[src/rtl/ppu_pkg.sv]
package ppu_pkg;

  // default posit width, the top level may pass its own N down
  localparam int unsigned N_DEFAULT = 16;

  typedef logic [N_DEFAULT-1:0] posit_t;

  typedef enum logic [1:0] {
    ADD = 2'd0,
    SUB = 2'd1,
    MUL = 2'd2,
    DIV = 2'd3
  } operation_e;

  // zero is all bits clear, NaR has only the sign bit set
  localparam posit_t ZERO = '0;
  localparam posit_t NAR  = {1'b1, {(N_DEFAULT-1){1'b0}}};

  // negating a posit is a plain two's complement of its bit pattern
  function automatic posit_t c2(input posit_t p);
    return posit_t'(~p + 1'b1);
  endfunction

endpackage

[src/rtl/ppu_bus_pkg.sv]
package ppu_bus_pkg;

  typedef logic [31:0] apb_data_t;
  typedef logic [7:0]  apb_addr_t;
  typedef logic [2:0]  bank_idx_t;

  // register map, word aligned
  localparam apb_addr_t REG_OP_A   = 8'h00;
  localparam apb_addr_t REG_OP_B   = 8'h04;
  localparam apb_addr_t REG_CMD    = 8'h08;
  localparam apb_addr_t REG_RESULT = 8'h0C;
  localparam apb_addr_t REG_STATUS = 8'h10;

  // bank entry for each register
  localparam bank_idx_t IDX_OP_A   = 3'd0;
  localparam bank_idx_t IDX_OP_B   = 3'd1;
  localparam bank_idx_t IDX_CMD    = 3'd2;
  localparam bank_idx_t IDX_RESULT = 3'd3;
  localparam bank_idx_t IDX_STATUS = 3'd4;

  localparam int unsigned STAT_BUSY     = 0;
  localparam int unsigned STAT_DONE     = 1;
  localparam int unsigned STAT_RESOLVED = 2;

endpackage

[src/rtl/ppu_bank_if.sv]
`timescale 1ns/1ps

interface ppu_bank_if;

  logic                   req;
  logic                   we;
  ppu_bus_pkg::bank_idx_t idx;
  ppu_bus_pkg::apb_data_t wdata;
  logic                   gnt;
  ppu_bus_pkg::apb_data_t rdata;

  // a requester holds its fields until gnt, the access completes in that cycle
  modport requester (
    output req, we, idx, wdata,
    input  gnt, rdata
  );

  modport bank (
    input  req, we, idx, wdata,
    output gnt, rdata
  );

endinterface

[src/rtl/handle_special_or_trivial.sv]
`timescale 1ns/1ps

module handle_special_or_trivial #(
  parameter int unsigned N = ppu_pkg::N_DEFAULT
) (
  input  ppu_pkg::operation_e op_i,
  input  ppu_pkg::posit_t     p1_i,
  input  ppu_pkg::posit_t     p2_i,
  output ppu_pkg::posit_t     pout_o
);

  ppu_pkg::posit_t mul_out;
  ppu_pkg::posit_t add_out;
  ppu_pkg::posit_t sub_out;
  ppu_pkg::posit_t div_out;

  // the tables only work on the package posit width
  if (N != $bits(ppu_pkg::posit_t)) begin : g_width_check
    $error("posit width %0d does not match ppu_pkg::posit_t", N);
  end

  lut_mul u_lut_mul (
    .p1_i   (p1_i),
    .p2_i   (p2_i),
    .pout_o (mul_out)
  );

  lut_add u_lut_add (
    .p1_i   (p1_i),
    .p2_i   (p2_i),
    .pout_o (add_out)
  );

  lut_sub u_lut_sub (
    .p1_i   (p1_i),
    .p2_i   (p2_i),
    .pout_o (sub_out)
  );

  lut_div u_lut_div (
    .p1_i   (p1_i),
    .p2_i   (p2_i),
    .pout_o (div_out)
  );

  always_comb begin
    case (op_i)
      ppu_pkg::ADD: pout_o = add_out;
      ppu_pkg::SUB: pout_o = sub_out;
      ppu_pkg::MUL: pout_o = mul_out;
      default:      pout_o = div_out;
    endcase
  end

endmodule

module lut_mul (
  input  ppu_pkg::posit_t p1_i,
  input  ppu_pkg::posit_t p2_i,
  output ppu_pkg::posit_t pout_o
);

  always_comb begin
    if (p1_i == ppu_pkg::NAR || p2_i == ppu_pkg::NAR) begin
      pout_o = ppu_pkg::NAR;
    end else begin
      pout_o = ppu_pkg::ZERO;
    end
  end

endmodule

module lut_add (
  input  ppu_pkg::posit_t p1_i,
  input  ppu_pkg::posit_t p2_i,
  output ppu_pkg::posit_t pout_o
);

  always_comb begin
    if (p1_i == ppu_pkg::NAR || p2_i == ppu_pkg::NAR) begin
      pout_o = ppu_pkg::NAR;
    end else if (p1_i == ppu_pkg::ZERO) begin
      pout_o = p2_i;
    end else if (p2_i == ppu_pkg::ZERO) begin
      pout_o = p1_i;
    end else begin
      // x plus its negation cancels exactly
      pout_o = ppu_pkg::ZERO;
    end
  end

endmodule

module lut_sub (
  input  ppu_pkg::posit_t p1_i,
  input  ppu_pkg::posit_t p2_i,
  output ppu_pkg::posit_t pout_o
);

  always_comb begin
    if (p1_i == ppu_pkg::NAR || p2_i == ppu_pkg::NAR) begin
      pout_o = ppu_pkg::NAR;
    end else if (p1_i == ppu_pkg::ZERO) begin
      pout_o = ppu_pkg::c2(p2_i);
    end else if (p2_i == ppu_pkg::ZERO) begin
      pout_o = p1_i;
    end else begin
      pout_o = ppu_pkg::ZERO;
    end
  end

endmodule

module lut_div (
  input  ppu_pkg::posit_t p1_i,
  input  ppu_pkg::posit_t p2_i,
  output ppu_pkg::posit_t pout_o
);

  // division by zero is NaR, so only a zero dividend gives zero
  always_comb begin
    if (p1_i == ppu_pkg::ZERO && p2_i != ppu_pkg::ZERO && p2_i != ppu_pkg::NAR) begin
      pout_o = ppu_pkg::ZERO;
    end else begin
      pout_o = ppu_pkg::NAR;
    end
  end

endmodule

[src/rtl/ppu_apb_slave.sv]
`timescale 1ns/1ps

module ppu_apb_slave (
  input  logic                   clk_i,
  input  logic                   rst_n_i,
  input  logic                   psel_i,
  input  logic                   penable_i,
  input  logic                   pwrite_i,
  input  ppu_bus_pkg::apb_addr_t paddr_i,
  input  ppu_bus_pkg::apb_data_t pwdata_i,
  output ppu_bus_pkg::apb_data_t prdata_o,
  output logic                   pready_o,
  output logic                   pslverr_o,
  ppu_bank_if.requester          bank_o
);

  logic                   access;
  logic                   addr_err;
  ppu_bus_pkg::bank_idx_t idx;

  assign access = psel_i & penable_i;

  // result and status are read only for software
  always_comb begin
    addr_err = 1'b0;
    idx      = ppu_bus_pkg::IDX_OP_A;
    case (paddr_i)
      ppu_bus_pkg::REG_OP_A:   idx = ppu_bus_pkg::IDX_OP_A;
      ppu_bus_pkg::REG_OP_B:   idx = ppu_bus_pkg::IDX_OP_B;
      ppu_bus_pkg::REG_CMD:    idx = ppu_bus_pkg::IDX_CMD;
      ppu_bus_pkg::REG_RESULT: begin
        idx      = ppu_bus_pkg::IDX_RESULT;
        addr_err = pwrite_i;
      end
      ppu_bus_pkg::REG_STATUS: begin
        idx      = ppu_bus_pkg::IDX_STATUS;
        addr_err = pwrite_i;
      end
      default: addr_err = 1'b1;
    endcase
  end

  // an erroring access never reaches the bank
  assign bank_o.req   = access & ~addr_err;
  assign bank_o.we    = pwrite_i;
  assign bank_o.idx   = idx;
  assign bank_o.wdata = pwdata_i;

  assign pready_o  = access & (addr_err | bank_o.gnt);
  assign pslverr_o = access & addr_err;
  assign prdata_o  = addr_err ? '0 : bank_o.rdata;

  a_setup_before_enable: assert property (
    @(posedge clk_i) disable iff (!rst_n_i)
    $rose(penable_i) |-> $past(psel_i)
  );

endmodule

[src/rtl/ppu_shared_bank.sv]
`timescale 1ns/1ps

module ppu_shared_bank #(
  parameter int unsigned N = ppu_pkg::N_DEFAULT
) (
  input  logic                clk_i,
  input  logic                rst_n_i,
  ppu_bank_if.bank            apb_i,
  ppu_bank_if.bank            eng_i,
  output logic                start_o,
  output ppu_pkg::operation_e op_o
);

  localparam int unsigned NUM_ENTRIES = 5;
  localparam ppu_bus_pkg::apb_data_t OPERAND_MASK =
    ppu_bus_pkg::apb_data_t'((64'd1 << N) - 64'd1);

  ppu_bus_pkg::apb_data_t entries_q [NUM_ENTRIES];
  logic                   prio_eng_q;
  logic                   wr_en;
  ppu_bus_pkg::bank_idx_t wr_idx;
  ppu_bus_pkg::apb_data_t wr_data;
  logic                   cmd_wr;

  // round robin, the peer served last loses a tie
  assign apb_i.gnt = apb_i.req & (~eng_i.req | ~prio_eng_q);
  assign eng_i.gnt = eng_i.req & (~apb_i.req | prio_eng_q);

  always_comb begin
    apb_i.rdata = '0;
    eng_i.rdata = '0;
    if (apb_i.idx < NUM_ENTRIES) begin
      apb_i.rdata = entries_q[apb_i.idx];
    end
    if (eng_i.idx < NUM_ENTRIES) begin
      eng_i.rdata = entries_q[eng_i.idx];
    end
  end

  always_comb begin
    wr_en   = 1'b0;
    wr_idx  = apb_i.idx;
    wr_data = apb_i.wdata;
    if (apb_i.gnt) begin
      wr_en = apb_i.we;
    end else if (eng_i.gnt) begin
      wr_en   = eng_i.we;
      wr_idx  = eng_i.idx;
      wr_data = eng_i.wdata;
    end
    if (wr_idx == ppu_bus_pkg::IDX_OP_A || wr_idx == ppu_bus_pkg::IDX_OP_B) begin
      wr_data = wr_data & OPERAND_MASK;
    end
  end

  assign cmd_wr = apb_i.gnt & apb_i.we & (apb_i.idx == ppu_bus_pkg::IDX_CMD);

  always_ff @(posedge clk_i or negedge rst_n_i) begin
    if (!rst_n_i) begin
      for (int i = 0; i < NUM_ENTRIES; i++) begin
        entries_q[i] <= '0;
      end
      prio_eng_q <= 1'b0;
      start_o    <= 1'b0;
      op_o       <= ppu_pkg::ADD;
    end else begin
      if (wr_en && wr_idx < NUM_ENTRIES) begin
        entries_q[wr_idx] <= wr_data;
      end
      if (apb_i.gnt) begin
        prio_eng_q <= 1'b1;
      end else if (eng_i.gnt) begin
        prio_eng_q <= 1'b0;
      end
      start_o <= cmd_wr;
      if (cmd_wr) begin
        op_o <= ppu_pkg::operation_e'(apb_i.wdata[1:0]);
      end
    end
  end

  a_single_grant: assert property (
    @(posedge clk_i) disable iff (!rst_n_i)
    !(apb_i.gnt && eng_i.gnt)
  );

endmodule

[src/rtl/ppu_engine.sv]
`timescale 1ns/1ps

module ppu_engine #(
  parameter int unsigned N = ppu_pkg::N_DEFAULT
) (
  input  logic                clk_i,
  input  logic                rst_n_i,
  input  logic                start_i,
  input  ppu_pkg::operation_e op_i,
  ppu_bank_if.requester       bank_o
);

  typedef enum logic [2:0] {
    S_IDLE,
    S_WR_BUSY,
    S_RD_A,
    S_RD_B,
    S_WR_RES,
    S_WR_DONE
  } state_e;

  state_e                 state_q;
  state_e                 state_d;
  ppu_pkg::operation_e    op_q;
  ppu_pkg::posit_t        op_a_q;
  ppu_pkg::posit_t        op_b_q;
  ppu_pkg::posit_t        handler_out;
  logic                   resolvable;
  ppu_bus_pkg::apb_data_t status_word;

  handle_special_or_trivial #(
    .N (N)
  ) u_handler (
    .op_i   (op_q),
    .p1_i   (op_a_q),
    .p2_i   (op_b_q),
    .pout_o (handler_out)
  );

  always_comb begin
    resolvable = (op_a_q == ppu_pkg::ZERO) || (op_a_q == ppu_pkg::NAR) ||
                 (op_b_q == ppu_pkg::ZERO) || (op_b_q == ppu_pkg::NAR);
    if (op_q == ppu_pkg::ADD && op_b_q == ppu_pkg::c2(op_a_q)) begin
      resolvable = 1'b1;
    end
    if (op_q == ppu_pkg::SUB && op_b_q == op_a_q) begin
      resolvable = 1'b1;
    end
  end

  always_comb begin
    status_word = '0;
    status_word[ppu_bus_pkg::STAT_DONE]     = 1'b1;
    status_word[ppu_bus_pkg::STAT_RESOLVED] = resolvable;
  end

  // one bank access per state, each state waits for its grant
  always_comb begin
    state_d      = state_q;
    bank_o.req   = 1'b1;
    bank_o.we    = 1'b0;
    bank_o.idx   = ppu_bus_pkg::IDX_STATUS;
    bank_o.wdata = '0;
    case (state_q)
      S_IDLE: begin
        bank_o.req = 1'b0;
        if (start_i) state_d = S_WR_BUSY;
      end
      S_WR_BUSY: begin
        bank_o.we = 1'b1;
        bank_o.wdata[ppu_bus_pkg::STAT_BUSY] = 1'b1;
        if (bank_o.gnt) state_d = S_RD_A;
      end
      S_RD_A: begin
        bank_o.idx = ppu_bus_pkg::IDX_OP_A;
        if (bank_o.gnt) state_d = S_RD_B;
      end
      S_RD_B: begin
        bank_o.idx = ppu_bus_pkg::IDX_OP_B;
        if (bank_o.gnt) state_d = S_WR_RES;
      end
      S_WR_RES: begin
        bank_o.we    = 1'b1;
        bank_o.idx   = ppu_bus_pkg::IDX_RESULT;
        bank_o.wdata = resolvable ? ppu_bus_pkg::apb_data_t'(handler_out) : '0;
        if (bank_o.gnt) state_d = S_WR_DONE;
      end
      default: begin
        bank_o.we    = 1'b1;
        bank_o.wdata = status_word;
        if (bank_o.gnt) state_d = S_IDLE;
      end
    endcase
  end

  always_ff @(posedge clk_i or negedge rst_n_i) begin
    if (!rst_n_i) begin
      state_q <= S_IDLE;
      op_q    <= ppu_pkg::ADD;
    end else begin
      state_q <= state_d;
      if (state_q == S_IDLE && start_i) begin
        op_q <= op_i;
      end
    end
  end

  // operands are payload, captured on the grant of their read
  always_ff @(posedge clk_i) begin
    if (state_q == S_RD_A && bank_o.gnt) begin
      op_a_q <= bank_o.rdata[N-1:0];
    end
    if (state_q == S_RD_B && bank_o.gnt) begin
      op_b_q <= bank_o.rdata[N-1:0];
    end
  end

  a_req_only_when_running: assert property (
    @(posedge clk_i) disable iff (!rst_n_i)
    bank_o.req |-> state_q != S_IDLE
  );

endmodule

[src/rtl/ppu_top.sv]
`timescale 1ns/1ps

module ppu_top #(
  parameter int unsigned N = ppu_pkg::N_DEFAULT
) (
  input  logic                   clk_i,
  input  logic                   rst_n_i,
  input  logic                   psel_i,
  input  logic                   penable_i,
  input  logic                   pwrite_i,
  input  ppu_bus_pkg::apb_addr_t paddr_i,
  input  ppu_bus_pkg::apb_data_t pwdata_i,
  output ppu_bus_pkg::apb_data_t prdata_o,
  output logic                   pready_o,
  output logic                   pslverr_o
);

  ppu_bank_if apb_bank ();
  ppu_bank_if eng_bank ();

  logic                start;
  ppu_pkg::operation_e op;

  ppu_apb_slave u_apb_slave (
    .clk_i     (clk_i),
    .rst_n_i   (rst_n_i),
    .psel_i    (psel_i),
    .penable_i (penable_i),
    .pwrite_i  (pwrite_i),
    .paddr_i   (paddr_i),
    .pwdata_i  (pwdata_i),
    .prdata_o  (prdata_o),
    .pready_o  (pready_o),
    .pslverr_o (pslverr_o),
    .bank_o    (apb_bank.requester)
  );

  ppu_shared_bank #(
    .N (N)
  ) u_bank (
    .clk_i   (clk_i),
    .rst_n_i (rst_n_i),
    .apb_i   (apb_bank.bank),
    .eng_i   (eng_bank.bank),
    .start_o (start),
    .op_o    (op)
  );

  ppu_engine #(
    .N (N)
  ) u_engine (
    .clk_i   (clk_i),
    .rst_n_i (rst_n_i),
    .start_i (start),
    .op_i    (op),
    .bank_o  (eng_bank.requester)
  );

endmodule

[config.mk]
export PLATFORM = sky130hd
export DESIGN_NAME = ppu_top
export DESIGN_NICKNAME = d
export VERILOG_FILES = /design/src/rtl/ppu_pkg.sv /design/src/rtl/ppu_bus_pkg.sv /design/src/rtl/ppu_bank_if.sv /design/src/rtl/handle_special_or_trivial.sv /design/src/rtl/ppu_apb_slave.sv /design/src/rtl/ppu_shared_bank.sv /design/src/rtl/ppu_engine.sv /design/src/rtl/ppu_top.sv
export SDC_FILE = /design/constraint.sdc
export NUM_CORES = 1
export LEC_CHECK = 0
export BUFFER_PORTS_ARGS = -buffer_cell sky130_fd_sc_hd__buf_2
export CORE_MARGIN = 1.5
export CORE_UTILIZATION = 25
export DETAILED_ROUTE_END_ITERATION = 10
export PLACE_DENSITY = 0.5
export SETUP_SLACK_MARGIN = 0.1
export SLEW_MARGIN = 20
export SYNTH_ARGS = -nofsm -noshare
export SYNTH_HDL_FRONTEND = slang
export SYNTH_SLANG_ARGS = --single-unit
export TNS_END_PERCENT = 100
[constraint.sdc]
create_clock -name clk_i -period 2.51 [get_ports clk_i]
set_clock_uncertainty 0.15 [all_clocks]
set_input_delay 0.1255 -clock clk_i [delete_from_list [all_inputs] [get_ports clk_i]]
set_output_delay 0.1255 -clock clk_i [all_outputs]
set_load 0.01 [all_outputs]
* Word-level counts from Yosys, hierarchy flattened *
Index checks and enable logic that the tools add are counted.

word-level totals
  output and inout bits = 34
  register bits after elaboration = 201
  word-level logic and storage cells = 136
  bits of input ports = 45

operators by class
  mux-type cells = 46
  equal/unequal tests = 22
  magnitude comparators = 7
  bitwise operators = 19
  add/subtract/negate cells = 2
  reductions and logical operators = 28

operators by type and width
  kind                     count
  $mux W32                 8
  $bmux W32 S3             2
  $mux W16                 11
  $bwmux W160              1
  $demux W32 S3            1
  $pmux W31 S2             1
  $pmux W16 S3             1
  $add A16 B1 Y16 const B  2
  $eq A16 B16 Y1           2
  $eq A16 B16 Y1 const B   2
  $logic_not A16 Y1        2
  $not A16 Y16             2
  $mux W3                  8
  $eq A8 B4 Y1 const B     2
  $ne A16 B16 Y1 const B   1
  $reduce_bool A16 Y1      1
  $pmux W3 S5              1
  $ge A4 B4 Y1 const B     3
  $not A3 Y4               3
  $pmux W3 S4              1
  $ne A2 B1 Y1 const B     5
  $eq A3 B2 Y1 const B     3
  $logic_and A1 B1 Y1      9
  $lt A3 B3 Y1 const B     3
  22 further kinds         49

* Depth between registers and ports, before layout *
  word-level depth = 16
  gate-level depth with buffers = 11
  gate-level depth less buffers = 8

* By module *
A second synthesis with hierarchy kept.

unflattened totals
  cells, all modules = 1118
  area, all modules = 13815.8 um2

modules (own cells, without submodules)
  module                     instances  seq. area each (um2)  cells an instance  area an instance (um2)
  ppu_shared_bank            1          4103.9                638                9280.2
  ppu_engine                 1          1086.0                201                2247.2
  lut_sub                    1          0.0                   91                 595.6
  ppu_apb_slave              1          0.0                   81                 575.6
  handle_special_or_trivial  1          0.0                   20                 424.2
  lut_add                    1          0.0                   34                 286.5
  lut_div                    1          0.0                   26                 206.4
  lut_mul                    1          0.0                   27                 200.2

* Worst setup path before layout *
OpenSTA, ideal clock, no wires.

  path kind = register -> register
  start point = reg u_engine.state_q[0]
  end point = reg u_bank.entries_q[100] (netlist bit)
  stages on the path, launching flop included = 10
  data arrival time = 2.430 ns
  path buffers = 3
  clock period less this slack = 2.704 ns
  path slack = -0.194 ns
  required time = 2.235 ns
  setup time = 0.125 ns
  cell sequence = dfrtp_1 buf_6 or3_1 buf_2 a21oi_1 nand3_1 mux2i_2 nor4_4 buf_6 mux2_2

on the way
  longest elaborated chain between the ends = 11
  elaborated cells between the ends (all ways) = 30
  classes of those cells = order compare (3); eq/ne (4); mux (14); bitwise (4); reduce/logical (5)

ends and longest elaborated chain
  item                                                                RTL line               RTL
  start: declaration                                                  ppu_engine.sv:22       state_e state_q;
  start signal: assignment                                            ppu_engine.sv:101      state_q <= state_d;
  $logic_not A3 Y1                                                    ppu_engine.sv:64       case (state_q)
  $mux W1                                                             ppu_engine.sv:64
  $and A1 B1 Y1                                                       ppu_shared_bank.sv:27  assign eng_i.gnt = eng_i.req & (~apb_i.req | prio_eng_q);
  $mux W3                                                             ppu_shared_bank.sv:46  end else if (eng_i.gnt) begin
  $mux W3                                                             ppu_shared_bank.sv:44  if (apb_i.gnt) begin
  $not A3 Y4 (not written as such)                                    ppu_shared_bank.sv:68  entries_q[wr_idx] <= wr_data;
  $ge A4 B4 Y1 (not written as such) or $lt A4 B1 Y1 (tied branches)  ppu_shared_bank.sv:68
  $logic_and A1 B1 Y1 (not written as such)                           ppu_shared_bank.sv:68
  $mux W32 (not written as such)                                      ppu_shared_bank.sv:68
  $demux W32 S3                                                       ppu_shared_bank.sv:68
  $bwmux W160                                                         ppu_shared_bank.sv:68
  end signal: indexed assignment                                      ppu_shared_bank.sv:68
  end: declaration                                                    ppu_shared_bank.sv:18  ppu_bus_pkg::apb_data_t entries_q [NUM_ENTRIES];

Several ways; a longest one is shown, not always the timed one.
A chain may end at the register's enable or synchronous reset.

* Worst setup path in the final report *
  start point = in paddr_i[0]
  end point = out prdata_o[31]

on the way
  longest elaborated chain between the ends = 8
  elaborated cells between the ends (all ways) = 16
  classes of those cells = order compare (1); eq/ne (4); mux (7); bitwise (1); reduce/logical (3)

ends and longest elaborated chain
  item                                         RTL line               RTL
  start: declaration                           ppu_top.sv:11          input ppu_bus_pkg::apb_addr_t paddr_i,
  $eq A8 B5 Y1, or another cell as far along   ppu_apb_slave.sv:27    case (paddr_i)
  $pmux W3 S4                                  ppu_apb_slave.sv:27
  $not A3 Y4 (not written as such)             ppu_shared_bank.sv:33  apb_i.rdata = entries_q[apb_i.idx];
  $bmux W32 S3                                 ppu_shared_bank.sv:33
  $mux W32 (not written as such) (2 in a row)  ppu_shared_bank.sv:33
  $mux W32                                     ppu_shared_bank.sv:32  if (apb_i.idx < NUM_ENTRIES) begin
  $mux W32 (*)                                 ppu_apb_slave.sv:51    assign prdata_o = addr_err ? '0 : bank_o.rdata;
  end: declaration                             ppu_top.sv:13          output ppu_bus_pkg::apb_data_t prdata_o,

Mark *: on every way between the ends. The rest lies on a longest branch, timed or not. The select of a mux whose other input is x is not followed.

==> flow_summary.toml <==
[finish]
num_antenna_cells = 0
area_growth_pct = 38.7
multi_input_comb_area_sq_um = 5550
n_fill_cell = 4090
utilization_pct = 35.4
final_cell_mix = "196 x nand2_1, 169 x dfrtp_1, 126 x buf_4, 86 x nor2b_1, 72 x buf_2"
nets = 1343
stdcell_count = 1844
regArea_sq_um = 5190
fin_area_sq_um = 14600
drive_gt1_share_pct = 33.0
final_common_cell = "nand2_1"

[logic_synthesis]
synth_xor_area_share_pct = 3.00
yosys.area_share.simple_pct = 22.8
synth_edf_count = 32
syn_inst = 1068
synth_top_area_share_pct = 40.2
synth_area_per_cell_sq_um = 9.85
synthAdderAreaFrac_pct = 0.333
synthMuxAreaShare_pct = 6.41
ys.warnings.count = 0
synth_compound_area_share_pct = 14.4
synth-async-reset-ratio_pct = 84.1
synth_seq_cells = 201
netlist_area_sq_um = 10500
synth_top_family_by_area = "simple AND/OR/NAND/NOR gates"
synth_area_leaders = "dfrtp_1 40%, edfxtp_1 9.1%, nand2_1 7.5%"
synth_ff_type = "dfrtp_1"
syn_nets = 1115
ys_seq_area_share_pct = 49.3
synth_largest_area_cell = "dfrtp_1"
ys_types = 67

[worst_setup_path]
critPathMaxStageDelay_ns = 0.58
cp_top_family = "simple AND/OR/NAND/NOR gates"
critPathRequiredTime_ns = 2.23
cp.arrival_ns = 2.21
cp_num_buf_inv = 4
crit_top_cell = "buf_6"
worstSetupEndpointType = "output port"
crit_path_max_fanout = 6
critPathLaunchType = "input port"
cp_slowest_cell = "or4_4"
worstSetupPathType = "in2out"
cp_cell_sequence = "buf_6 -> or4_4 -> nor4b_4 -> buf_6 -> buf_12 -> nand2_4 -> a311o_1 -> a21oi_2 -> buf_2"

[sta]
rsz0062_at_grt = "true"
finalHoldViolations = 0
post-route-min-period_ns = 2.49
worst_pin_slew_ns = 0.637
final_max_slew_viol_count = 0
relSlewSlack_pct = 57.4
setup_viol_count_final = 0
fin_crit_sh_pct = 99.1
tns_ns = 0
fmax_mhz = 402

[die]
num_rows = 74
dieHeight_um = 208
core_area_sq_um = 41200
initial_utilization_pct = 25.5
die_area_sq_um = 43300
die_w_um = 208
io_pins = 79

[clock_network]
clk_path_buf_depth = 3
cts.clk_slew.worst_paths_ns = 0.06
cts_sinks = 201
cts_inserted_buffers = 22
cts_tree = "done"
htree_num_levels = 1
root_buffer = "clkbuf_16"
clk-insertion-delay-late_ns = 0.51

[global_route]
grt_max_degree = 57
grt_pass1_wl_um = 53000
grt_overflow = 0
grtUsageTotal_pct = 15.4
grt_pass1_vias = 9019
antenna_found_initial = 0

[route]
postRouteAntennaNets = 0
drt_iter0_drc = 516
drt-total-wl_um = 35500
vias = 8962
drc = 0
firstDrtPassIters = 5
wire_per_inst_um = 19.2
viasPerCell = 4.86

[worst_hold_path]
hp-class = "in2reg"

[power]
p_per_area_nw_per_um2 = 872
vdd_drop_max_mv = 0.604
power_mw = 12.7
p_leak_nw = 6.26

[placed_design]
placed_area_sq_um = 12400
dp.cells = 1729
gp_congestion = 0.848
port-buffer-count = 78
hpwlAfterDp_um = 22900

[status]
run_status = "finished clean"

[flow_run]
maxCapViolCount = 0
==> metal layers <==
| layer | share of wire, % | track usage (%) | wire length (um) |
|---|---|---|---|
| met1 | 47 | 21.1 | 16600 |
| met2 | 48 | 25.9 | 16900 |
| met3 | 3.5 | 1.72 | 1250 |
| met4 | 2.0 | 3.80 | 723 |
| met5 | 0 | 0 | 0 |
==> state kept, by name, summed over array words and instances, names as in the netlist <==
register,cells
u_bank.entries_q,160
u_engine.op_a_q,16
u_engine.op_b_q,16
u_engine.state_q,3
u_bank.op_o,2
u_engine.op_q,2
u_bank.prio_eng_q,1
u_bank.start_o,1
==> what timing repair did <==
action	in CTS	in global routing
hold endpoints to repair	236	0
cloned	3	8
setup buffers	14	15
pin swaps	16	58
gates resized for setup	46	129
hold buffers	36	0
endpoints found under the setup margin	109	154
==> stage by stage <==
step / worst slack (ns) / hold slack (ns)
6_report: 0.0237 / 0.0964
5_1_grt: -0.0449 / 0.119
4_1_cts: 0.00678 / 0.0854
3_5_place_dp: -0.188 / -0.0423
3_3_place_gp: -0.229 / -0.0426
2_1_floorplan: -0.0766 / -0.320
==> cell usage after synthesis (13+ instances only) <==
| cell | n |
|---|---|
| nor2b_1 | 87 |
| a21oi_1 | 46 |
| a211oi_1 | 34 |
| nor3_1 | 13 |
| a311o_1 | 32 |
| xor2_1 | 19 |
| o21ai_0 | 27 |
| a22oi_1 | 20 |
| dfrtp_1 | 169 |
| mux2_2 | 37 |
| nand2_1 | 210 |
| nand4_1 | 13 |
| xnor2_1 | 17 |
| clkbuf_1 | 58 |
| nor2_1 | 37 |
| and2_1 | 46 |
| a31oi_1 | 14 |
| edfxtp_1 | 32 |
| nand3_1 | 14 |
==> report_power, final <==
part | leakage (nW) | internal, mW | switching, mW | total (mW)
logic | 3.29 | 2.40 | 2.76 | 5.16
clock network | 0.341 | 1.84 | 1.34 | 3.19
registers | 2.63 | 3.92 | 0.459 | 4.38
total | 6.26 | 8.16 | 4.56 | 12.7
==> worst register-to-register path, delay by kind of cell (launching register included) <==
kind	cells	cell delay (ns)
buffers and inverters	2	0.38
AOI/OAI and AO/OA	1	0.11
and+or+nand+nor	3	0.68
muxes	2	0.57
DFF	1	0.49
==> layout make-up <==
| cell class | count | area share, % |
|---|---|---|
| timing repair buffer | 282 | 16.8 |
| tap | 532 | 4.56 |
| clock buffer | 32 | 4.31 |
| clock inverter | 8 | 0.446 |
| sequential | 201 | 35.6 |
| multi-input combinational | 778 | 38.1 |
| inverter | 11 | 0.283 |
==> final timing paths <==
kind                                                      to                        startpoint  slack, ns  depth (start not counted)
min                         u_bank.entries_q[88]$_DFFE_PN0P_                          pwrite_i        0.1                          5
max in group asynchronous   u_bank.entries_q[40]$_DFFE_PN0P_                           rst_n_i       1.21                          4
min reg2reg                 u_bank.entries_q[80]$_DFFE_PN0P_  u_bank.entries_q[80]$_DFFE_PN0P_       0.31                          2
min in group asynchronous  u_bank.entries_q[149]$_DFFE_PN0P_                           rst_n_i       0.41                          3
max                                             prdata_o[31]                        paddr_i[0]       0.02                          9
max reg2reg                 u_bank.entries_q[96]$_DFFE_PN0P_      u_engine.op_a_q[4]$_DFFE_PP_       0.03                          8
==> logic make-up after synthesis <==
family | count (synthesis)
AND/OR/NAND/NOR | 470
multiplexers | 56
flip-flops | 201
adder cells (fa/ha/maj) | 3
AO/OA/AOI/OAI | 213
buffers and inverters | 89
XOR/XNOR | 36
No activity file was read; power rests on OpenSTA's default activity.
